**config.mk**
```make
export PLATFORM = sky130hd
export DESIGN_NAME = write_through_buf
export DESIGN_NICKNAME = d
export VERILOG_FILES = /design/src/design/cache_pkg.sv /design/src/design/write_through_buf.sv
export SDC_FILE = /design/constraint.sdc
export NUM_CORES = 1
export LEC_CHECK = 0
export BUFFER_PORTS_ARGS = -buffer_cell sky130_fd_sc_hd__buf_2
export CAP_MARGIN = 20
export CELL_PAD_IN_SITES_DETAIL_PLACEMENT = 0
export CELL_PAD_IN_SITES_GLOBAL_PLACEMENT = 2
export CORE_MARGIN = 1.5
export CORE_UTILIZATION = 35
export CTS_BUF_LIST = sky130_fd_sc_hd__clkbuf_8
export CTS_CLUSTER_SIZE = 30
export DETAILED_ROUTE_END_ITERATION = 8
export HOLD_SLACK_MARGIN = 0.03
export PLACE_DENSITY_LB_ADDON = 0.1
export SYNTH_ARGS = -nofsm -noshare
export SYNTH_HDL_FRONTEND = slang
export SYNTH_SLANG_ARGS = --single-unit
```
**constraint.sdc**
```tcl
create_clock -name clk_i -period 2.21 [get_ports clk_i]
set_input_delay 0.442 -clock clk_i [delete_from_list [all_inputs] [get_ports clk_i]]
set_output_delay 0.442 -clock clk_i [all_outputs]
set_load 0.02 [all_outputs]
```
**src/design/cache_pkg.sv**
```systemverilog
package cache_pkg;

   // Default geometry, overridden through the top level parameters
   localparam int DEF_ADDR_W        = 12;
   localparam int DEF_DATA_W        = 32;
   localparam int DEF_NLINES_W      = 4;
   localparam int DEF_WORD_OFFSET_W = 2;
   localparam int DEF_WTBUF_DEPTH_W = 2;

   typedef enum logic [2:0] {
      IDLE,
      LOOKUP,
      WAIT_WTB,
      FILL,
      FILL_DONE
   } ctrl_state_t;

endpackage
```
**src/design/write_through_buf.sv**
```systemverilog
`timescale 1ns/1ps

module write_through_buf #(
   parameter int ADDR_W        = cache_pkg::DEF_ADDR_W,
   parameter int DATA_W        = cache_pkg::DEF_DATA_W,
   parameter int WTBUF_DEPTH_W = cache_pkg::DEF_WTBUF_DEPTH_W
) (
   input  logic                clk_i,
   input  logic                rst_i,
   input  logic                push_i,
   input  logic [ADDR_W-1:0]   addr_i,
   input  logic [DATA_W-1:0]   data_i,
   input  logic [DATA_W/8-1:0] strb_i,
   input  logic                pop_i,
   output logic                full_o,
   output logic                empty_o,
   output logic [ADDR_W-1:0]   head_addr_o,
   output logic [DATA_W-1:0]   head_data_o,
   output logic [DATA_W/8-1:0] head_strb_o
);

   localparam int DEPTH = 2 ** WTBUF_DEPTH_W;

   logic [ADDR_W-1:0]        addr_mem [DEPTH];
   logic [DATA_W-1:0]        data_mem [DEPTH];
   logic [DATA_W/8-1:0]      strb_mem [DEPTH];
   logic [WTBUF_DEPTH_W-1:0] wr_ptr;
   logic [WTBUF_DEPTH_W-1:0] rd_ptr;
   logic [WTBUF_DEPTH_W:0]   count;
   logic                     do_push;
   logic                     do_pop;

   // Count reaches DEPTH exactly when its top bit sets
   assign full_o  = count[WTBUF_DEPTH_W];
   assign empty_o = (count == '0);
   assign do_push = push_i && !full_o;
   assign do_pop  = pop_i && !empty_o;

   assign head_addr_o = addr_mem[rd_ptr];
   assign head_data_o = data_mem[rd_ptr];
   assign head_strb_o = strb_mem[rd_ptr];

   always_ff @(posedge clk_i) begin
      if (do_push) begin
         addr_mem[wr_ptr] <= addr_i;
         data_mem[wr_ptr] <= data_i;
         strb_mem[wr_ptr] <= strb_i;
      end
   end

   always_ff @(posedge clk_i or posedge rst_i) begin
      if (rst_i) begin
         wr_ptr <= '0;
         rd_ptr <= '0;
         count  <= '0;
      end else begin
         if (do_push) begin
            wr_ptr <= wr_ptr + 1'b1;
         end
         if (do_pop) begin
            rd_ptr <= rd_ptr + 1'b1;
         end
         case ({do_push, do_pop})
            2'b10:   count <= count + 1'b1;
            2'b01:   count <= count - 1'b1;
            default: count <= count;
         endcase
      end
   end

endmodule

```
==> reports/metrics.yaml, run 1 <==
status:
  status: "complete, but fails checks"
  violations: "setup timing"
power:
  pwr_density_cell_nw_per_um2: 1290
  leakagePower_nw: 3.08
  ir_worst_vdd_mv: 0.517
finish:
  drive_gt1_frac: 0.480
  area_growth_pct: 22.2
  final_common_cell: "edfxtp_1"
  nets: 478
  final_cell_mix: "edfxtp_1 (192), buf_2 (74), mux4_2 (48)"
  final_cell_area_sq_um: 9040
floorplan:
  die_w_um: 148
  dieArea_sq_um: 22000
  io_pins: 102
  row_count: 52
  core_sq_um: 20500
  die_h_um: 148
  start_util: 0.361
placement:
  place_area_sq_um: 8330
  gp_congestion: 0.686
  io_buffers: 101
  dp_hpwl_um: 8400
global_routing:
  grt_max_degree: 38
  track_usage: 0.139
  grt_pass1_wl_um: 21900
  grt_pass1_vias: 3671
  grt-ovfl-total: 0
  antenna_found_initial: 0
sta:
  clock_skew_ns: 0.0169
  finalCritPeriodShare: 1.07
  period_needed_ns: 2.36
  hold_violations: 0
  tightest_slew_ns: 0.391
  fmax_mhz: 424
  setup_ws_ns: -0.148
  rsz0062_at_grt: "yes"
  setup_viol: 48
  whs_ns: 0.189
  finalMaxSlewViolations: 0
  slew_headroom: 0.739
route:
  drcViolationCount: 0
  ant_nets: 0
  drt_wl_total_um: 14300
  via_per_inst: 4.77
  first_iter_violations: 169
  dr.pass1.iters: 4
  via_count: 3359
  wl_per_cell_um: 20.3
critical_path:
  worstRegToRegCells: 8
  criticalPathCategory: "reg -> out"
  reg2reg_slack_ns: 0.40
  rr_endpoint: "count[2]"
  cp_data_arrival_time_ns: 1.92
  critPathRequiredTime_ns: 1.77
  cp_max_fo: 7
  r2r-start: "count[2]"
  crit_path_start_kind: "flop"
  critPathCaptureType: "output pin"
synthesis:
  yosys_most_used_dff: "edfxtp_1"
  syn-num-nets: 348
  synth_top_area_frac: 0.779
  syn_area_per_cell_sq_um: 25.5
  yosys_register_bits: 199
  synthArstFlopShare: 0.0352
  yosysSeqAreaShare: 0.803
  synth_top_area_cell: "edfxtp_1"
  synth_area_sq_um: 7400
  synth.area.top_cells: "edfxtp_1 (78%), mux4_2 (15%), dfrtp_1 (2.4%)"
  synth.distinct_cells: 21
  synthCells: 290
  ys_warn_count: 0
  synth_edf_count: 192
cts:
  cts_inserted_buffers: 17
  clockBufferDepth: 2
  cts_root_buf: "clkbuf_8"
  cts_sinks: 199
  tritoncts: "built"
  clk_latency_ns: 0.46
  htreeDepth: 4
  clk_pin_slew_ns: 0.12
hold_path:
  hold_path.startpoint: "data_i[29]"
  worstHoldPathCells: 1
  hp-class: "in -> reg"
  min_to: "data_mem[2][29]"
flow_run:
  maxCapViolCount: 0
-- Yosys cell counts, types with 2 or more instances --
master	count
and2_1	4
buf_12	5
buf_2	4
dfrtp_1	7
edfxtp_1	192
ha_1	5
inv_1	7
mux4_2	48
nand2_1	2
xnor2_1	3
xor2_1	3
-- critical path: stages, from the launching register on --
cell and delay (ns):
dfrtp_4 0.52, buf_12 0.14, buf_16 0.14, mux4_2 0.51, buf_6 0.15
-- state kept, by name, indices dropped and copies added (netlist names) --
signal	cells
addr_mem	48
rd_ptr	2
count	3
data_mem	128
wr_ptr	2
strb_mem	16
-- report_power, final --
group	total [W]	switching [W]	internal, W
clock network	0.00225	0.00139	0.000850
logic	0.00450	0.00230	0.00220
registers	0.00491	0.000173	0.00474
-- layout make-up --
type | instances | area [sq um]
Clock inverter | 15 | 158
Timing Repair Buffer | 123 | 1040
Inverter | 7 | 26.3
Clock buffer | 17 | 234
Fill cell | 1781 | 11500
Sequential cell | 199 | 5950
Multi-Input combinational cell | 72 | 1290
Tap cell | 270 | 338
Antenna cell | 1 | 2.50
-- worst max-delay path by stage --
stage / startpoint / end / slack [ns] / depth (start not counted)
4_1_cts: rd_ptr[0] / head_data_o[28] / -0.22 / 4
3_5_place_dp: rd_ptr[0] / head_data_o[9] / 0.29 / 3
6_report: rd_ptr[0] / head_data_o[31] / -0.15 / 4
3_3_place_gp: push_i / count[1] / 0.27 / 7
2_1_floorplan: count[2] / addr_mem[0][0] / 0.29 / 3
5_1_grt: rd_ptr[0] / head_data_o[11] / -0.23 / 4
-- stage by stage --
step	setup TNS, ns	cells	utilization	setup WS, ns	power (W)
floorplan	0	290	-	0.294	0.00767
CTS	-8.97	704	0.440	-0.220	0.0118
finish	-5.04	704	0.441	-0.148	0.0117
detailed placement	0	662	0.406	0.294	0.00887
global route	-9.11	703	0.441	-0.229	0.0123
global placement	0	662	0.406	0.273	0.00886
-- what timing repair did --
item	CTS	global route
resized for setup	41	20
hold buffers	1	0
setup buffers	5	1
cloned	4	0
hold endpoints to repair	7	0
setup endpoints to repair	48	48
-- layer usage --
layer | global-route usage | wire length, um
met1 | 0.188 | 6460
met2 | 0.221 | 7020
met3 | 0.0399 | 660
met4 | 0.0371 | 146
met5 | 0 | 0
-- logic make-up (layout without fill, tap and decap cells) --
kind of cell,after synthesis,after routing,synth area share
DFF,199,199,0.803
muxes,49,49,0.147
buffers and inverters,19,162,0.0228
and+or+nand+nor,9,9,0.00643
adders and majority gates,6,6,0.0112
xor gates and xnor gates,6,6,0.00711
AOI/OAI and AO/OA,2,2,0.00186
other,0,1,0
(Power assumes the default switching activity.)
==> inputs of run 2 (changes only) <==
--- a/config.mk
+++ b/config.mk
@@ -8,7 +8,7 @@
 export BUFFER_PORTS_ARGS = -buffer_cell sky130_fd_sc_hd__buf_2
 export CAP_MARGIN = 20
 export CELL_PAD_IN_SITES_DETAIL_PLACEMENT = 0
-export CELL_PAD_IN_SITES_GLOBAL_PLACEMENT = 2
+export CELL_PAD_IN_SITES_GLOBAL_PLACEMENT = 1
 export CORE_MARGIN = 1.5
 export CORE_UTILIZATION = 35
 export CTS_BUF_LIST = sky130_fd_sc_hd__clkbuf_8
==> reports/metrics.yaml, run 2 (synthesis gave the netlist of run 1 again) <==
status:
  status: "complete, but fails checks"
  violations: "setup timing"
power:
  combPwrFrac: 0.391  # +0.005
  pwr-share-clk: 0.193  # about the same
  total_power_w: 0.0118  # +0.98%
  pwr_density_cell_nw_per_um2: 1300  # +0.64%
  seqPwrFrac: 0.416  # -0.005
  p_sw_frac: 0.319  # -0.0135
  p_sw_w: 0.00375  # -3.1%
  leakagePower_nw: 3.10  # +0.70%
  intPower_w: 0.00802  # +3.0%
  ir_worst_vdd_mv: 0.529  # +2.5%
floorplan:
  die_h_um: 148  # unchanged
  start_util: 0.361  # unchanged
  core_sq_um: 20500  # unchanged
  die_w_um: 148  # unchanged
  dieArea_sq_um: 22000  # unchanged
  io_pins: 102  # unchanged
  row_count: 52  # unchanged
global_routing:
  grt-ovfl-total: 0  # unchanged
  grt_max_degree: 41  # +7.9%
  grt_pass1_wl_um: 21800  # -0.44%
  grt_pass1_vias: 3676  # +0.14%
  track_usage: 0.139  # about the same
  antenna_found_initial: 1  # +1
placement:
  dp_hpwl_um: 8090  # -3.8%
  io_buffers: 101  # unchanged
  gp_congestion: 0.670  # -2.3%
  dp.cells: 664  # +0.30%
  place_area_sq_um: 8320  # -0.12%
finish:
  final_common_cell: "edfxtp_1"
  top_register: "data_mem"
  drive_gt1_frac: 0.478  # -0.00221
  final_cells: 706  # +0.28%
  final_cell_mix: "edfxtp_1 (192), buf_2 (73), mux4_2 (48)"
  fillers: 1800  # +1.1%
  area_growth_pct: 22.6
  nets: 481  # +0.63%
  layout_top_registers: "data_mem (128), addr_mem (48), strb_mem (16)"
  largest_reg_flops: 128  # unchanged
  final_cell_area_sq_um: 9070  # +0.35%
route:
  via_count: 3347  # -0.36%
  dr.pass1.iters: 4  # unchanged
  first_iter_violations: 136  # -20%
  drt_wl_total_um: 14200  # -0.78%
  drcViolationCount: 0  # unchanged
  wl_per_cell_um: 20.1  # -1.1%
  ant_nets: 0  # unchanged
  via_per_inst: 4.74  # -0.64%
cts:
  clockBufferDepth: 2  # unchanged
  cts_inserted_buffers: 17  # unchanged
  clk_pin_slew_ns: 0.10  # -0.02 ns
  clk_latency_ns: 0.45  # about the same
  cts_sinks: 199  # unchanged
  tritoncts: "built"
  htreeDepth: 4  # unchanged
  cts_root_buf: "clkbuf_8"
sta:
  clock_skew_ns: 0.0139  # -0.00298 ns
  fmax_mhz: 423  # -0.17%
  rsz0062_at_grt: "yes"
  finalMaxSlewViolations: 0  # unchanged
  period_needed_ns: 2.36  # +0.00411 ns
  hold_violations: 0  # unchanged
  finalCritPeriodShare: 1.07  # +0.00186
  slew_headroom: 0.800  # +0.0614
  setup_viol: 48  # unchanged
  whs_ns: 0.200  # +0.0105 ns
  setup_ws_ns: -0.152  # -0.00411 ns
  tightest_slew_ns: 0.299  # -0.0916 ns
critical_path:
  cp_max_fo: 9  # +2
  crit_path_start_kind: "flop"
  criticalPathCategory: "reg -> out"
  cp_data_arrival_time_ns: 1.92  # about the same
  critPathCaptureType: "output pin"
  critPathRequiredTime_ns: 1.77  # about the same
flow_run:
  maxCapViolCount: 0  # unchanged
hold_path:
  hp-class: "in -> reg"
==> run 2: changes by cell type in the layout (fill, tap and decap cells not counted), sizes merged <==
cell      delta
inv          -4
clkinv       -1
bufinv       +2
buf          +3
clkinvlp     +2
==> run 2: path summary, 6_finish.rpt <==
check / startpoint / end / slack [ns] / cells after the start
setup / recovery: rd_ptr[0] / head_addr_o[0] / -0.15 / 4
hold / removal: data_i[8] / data_mem[1][8] / 0.20 / 1
setup reg to reg: count[2] / count[2] / 0.39 / 7
hold reg to reg: count[0] / count[0] / 0.54 / 1
max in group asynchronous: rst_i / rd_ptr[0] / 1.50 / 3
min in group asynchronous: rst_i / count[2] / 0.46 / 3
==> run 2: cell type report <==
type	count	area [sq um]	area share
inverters	7	26.3	0.00290
flip-flops and latches	199	5950	0.655
well taps	270	338	0.0372
clock buffers	17	234	0.0258
multi-input cells	72	1290	0.142
repair buffers	126	1080	0.119
clock inverters	14	156	0.0172
diodes	1	2.50	0.000276
==> run 2: power by group through the flow <==
stage	clock, W	sequential, W	combinational, W
global placement	0	0.00496	0.00386
global route	0.00250	0.00495	0.00494
floorplan	0	0.00494	0.00274
CTS	0.00236	0.00491	0.00471
detailed placement	0	0.00498	0.00385
finish	0.00227	0.00490	0.00461
==> run 2: what timing repair did <==
item	4_1_cts	5_1_grt
hold buffers	1	0
gates resized for setup	53	7
buffers inserted	4	1
gates cloned	4	0
setup endpoints to repair	48	48
hold endpoints to repair	7	0
==> run 2: through the flow <==
step	setup TNS, ns	setup slack [ns]	util
floorplan	0	0.294	-
global placement	0	0.262	0.406
detailed placement	0	0.267	0.406
CTS	-8.21	-0.205	0.442
global route	-9.53	-0.241	0.442
finish	-5.33	-0.152	0.443
==> run 2: per-layer routing <==
metal  GRT usage  share of wire  vias up
met5           0        0.00049        -
met4      0.0460          0.013        2
met3      0.0423          0.056       17
met2       0.219           0.48       84
met1       0.184           0.45     1764
li1            -              -     1480
==> run 2: worst max-delay path, stage by stage (launching register included) <==
cell     delay [ns]
dfrtp_4        0.48
buf_4          0.13
buf_12         0.14
mux4_2         0.56
buf_6          0.16
==> inputs of run 3 (changes only) <==
--- a/config.mk
+++ b/config.mk
@@ -16,6 +16,7 @@
 export DETAILED_ROUTE_END_ITERATION = 8
 export HOLD_SLACK_MARGIN = 0.03
 export PLACE_DENSITY_LB_ADDON = 0.1
+export REMOVE_ABC_BUFFERS = 1
 export SYNTH_ARGS = -nofsm -noshare
 export SYNTH_HDL_FRONTEND = slang
 export SYNTH_SLANG_ARGS = --single-unit
==> reports/metrics.yaml, run 3 (synthesis gave the netlist of run 1 again) <==
flow_run:
  maxCapViolCount: 0  # unchanged
critical_path:
  cp_max_fo: 6  # -3
  worstRegToRegCells: 7  # unchanged
  crit_path_frequent_cell: "buf_6"
  cp_data_arrival_time_ns: 1.88  # -0.04 ns
  crit_path_start_kind: "flop"
  rr_endpoint: "count[2]"
  reg2reg_slack_ns: 0.37  # -0.02 ns
  path_delay_family: "multiplexers"
  critPathMaxStageDelay_ns: 0.52  # -0.04 ns
  path_cells: "buf_6 > clkbuf_16 > mux4_2 > buf_6"
  crit_cells: 4  # unchanged
  critPathRequiredTime_ns: 1.77  # about the same
  r2r-start: "count[0]"
  worst_path_max_delay_cell: "mux4_2"
  critPathCaptureType: "output pin"
  worst-path-buf-inv: 3  # unchanged
  criticalPathCategory: "reg -> out"
finish:
  final_cell_mix: "edfxtp_1 (192), buf_2 (53), buf_6 (52)"
  multi_input_area_sq_um: 1290  # unchanged
  layout_top_registers: "data_mem (128), addr_mem (48), strb_mem (16)"
  final_common_cell: "edfxtp_1"
  drive_gt1_frac: 0.477  # -0.00110
  ff_latch_area_sq_um: 5950  # unchanged
  top_register: "data_mem"
  fillers: 1779  # -1.2%
  nets: 481  # unchanged
  final_cells: 708  # +0.28%
  area_growth_pct: 24.4
  largest_reg_flops: 128  # unchanged
floorplan:
  row_count: 52  # unchanged
  die_w_um: 148  # unchanged
  dieArea_sq_um: 22000  # unchanged
  io_pins: 102  # unchanged
  die_h_um: 148  # unchanged
  core_sq_um: 20500  # unchanged
  start_util: 0.361  # unchanged
sta:
  setup_ws_ns: -0.116  # +0.0358 ns
  slew_headroom: 0.787  # -0.0131
  period_needed_ns: 2.33  # -0.0358 ns
  finalMaxSlewViolations: 0  # unchanged
  clock_skew_ns: 0.00795  # -0.00596 ns
  tightest_slew_ns: 0.319  # +0.0196 ns
  fin_tns_setup_ns: -4.33  # +0.994 ns
  hold_violations: 0  # unchanged
  setup_viol: 48  # unchanged
  rsz0062_at_grt: "yes"
  finalCritPeriodShare: 1.05  # -0.0162
  fmax_mhz: 430  # +1.5%
hold_path:
  hp-class: "in -> reg"
  worstHoldPathCells: 1  # unchanged
  min_to: "data_mem[0][7]"
  hold_path.startpoint: "data_i[7]"
cts:
  clk_pin_slew_ns: 0.10  # about the same
  clockBufferDepth: 2  # unchanged
  cts_sinks: 199  # unchanged
  cts_root_buf: "clkbuf_8"
  clk_latency_ns: 0.45  # about the same
  htreeDepth: 4  # unchanged
  cts_inserted_buffers: 17  # unchanged
  tritoncts: "built"
power:
  leakagePower_nw: 3.15  # +1.5%
  pwr_density_cell_nw_per_um2: 1320  # +1.4%
  ir_worst_vdd_mv: 0.455  # -14%
route:
  first_iter_violations: 121  # -11%
  via_count: 3326  # -0.63%
  drcViolationCount: 0  # unchanged
  dr.pass1.iters: 4  # unchanged
  wl_per_cell_um: 19.9  # -0.83%
  drt_wl_total_um: 14100  # -0.55%
  ant_nets: 0  # unchanged
  via_per_inst: 4.70  # -0.91%
placement:
  io_buffers: 101  # unchanged
  gp_congestion: 0.645  # -3.7%
  dp.cells: 663  # -0.15%
  dp_slack_ns: 0.282  # +0.0151 ns
  dp_hpwl_um: 8100  # +0.14%
global_routing:
  grt_pass1_wl_um: 21100  # -3.2%
  track_usage: 0.134  # -0.00467
  grt_max_degree: 42  # +2.4%
  antenna_found_initial: 2  # +1
  grt_pass1_vias: 3568  # -2.9%
  grt-ovfl-total: 0  # unchanged
status:
  status: "complete, but fails checks"
  violations: "setup timing"
## run 3: what timing repair did
item                                    4_1_cts  5_1_grt
gates resized for setup                      32       74
buffers inserted                              5        0
cloned                                        2        3
endpoints found under the setup margin       48       48
endpoints found under the hold margin         7        0
hold buffers                                  1        0
## run 3: cell type report
class | instances | share of cell area
Inverter | 7 | 0.00285
Tap cell | 270 | 0.0367
Timing Repair Buffer | 126 | 0.132
Clock buffer | 17 | 0.0254
Multi-Input combinational cell | 72 | 0.140
Sequential cell | 199 | 0.646
Clock inverter | 15 | 0.0164
Antenna cell | 2 | 0.000544
## run 3: layer usage
metal	part of all wire	GRT usage	wire [um]
met1	0.45	0.173	6320
met3	0.055	0.0460	769
met4	0.014	0.0475	195
met2	0.48	0.211	6800
met5	0	0	0
## run 3: report_power, final
group	internal (W)	switching [W]
Clock	0.00101	0.00126
Sequential	0.00474	0.000155
Combinational	0.00257	0.00238
## run 3: worst max path at each step
stage / startpoint / endpoint / slack, ns
after global routing: rd_ptr[0] / head_data_o[18] / -0.20
after CTS: rd_ptr[0] / head_data_o[18] / -0.19
after floorplan: rd_ptr[0] / head_addr_o[0] / -0.97
final: rd_ptr[0] / head_data_o[14] / -0.12
after global placement: pop_i / count[2] / 0.29
after detailed placement: pop_i / count[2] / 0.28
## run 3: stage by stage
stage	power [W]	utilization	instance area (sq um)	hold WS, ns
floorplan	0.00744	-	7250	0.245
CTS	0.0116	0.434	8900	0.153
global route	0.0127	0.449	9200	0.163
global placement	0.00883	0.406	8310	0.423
detailed placement	0.00885	0.406	8310	0.423
finish	0.0121	0.449	9200	0.191
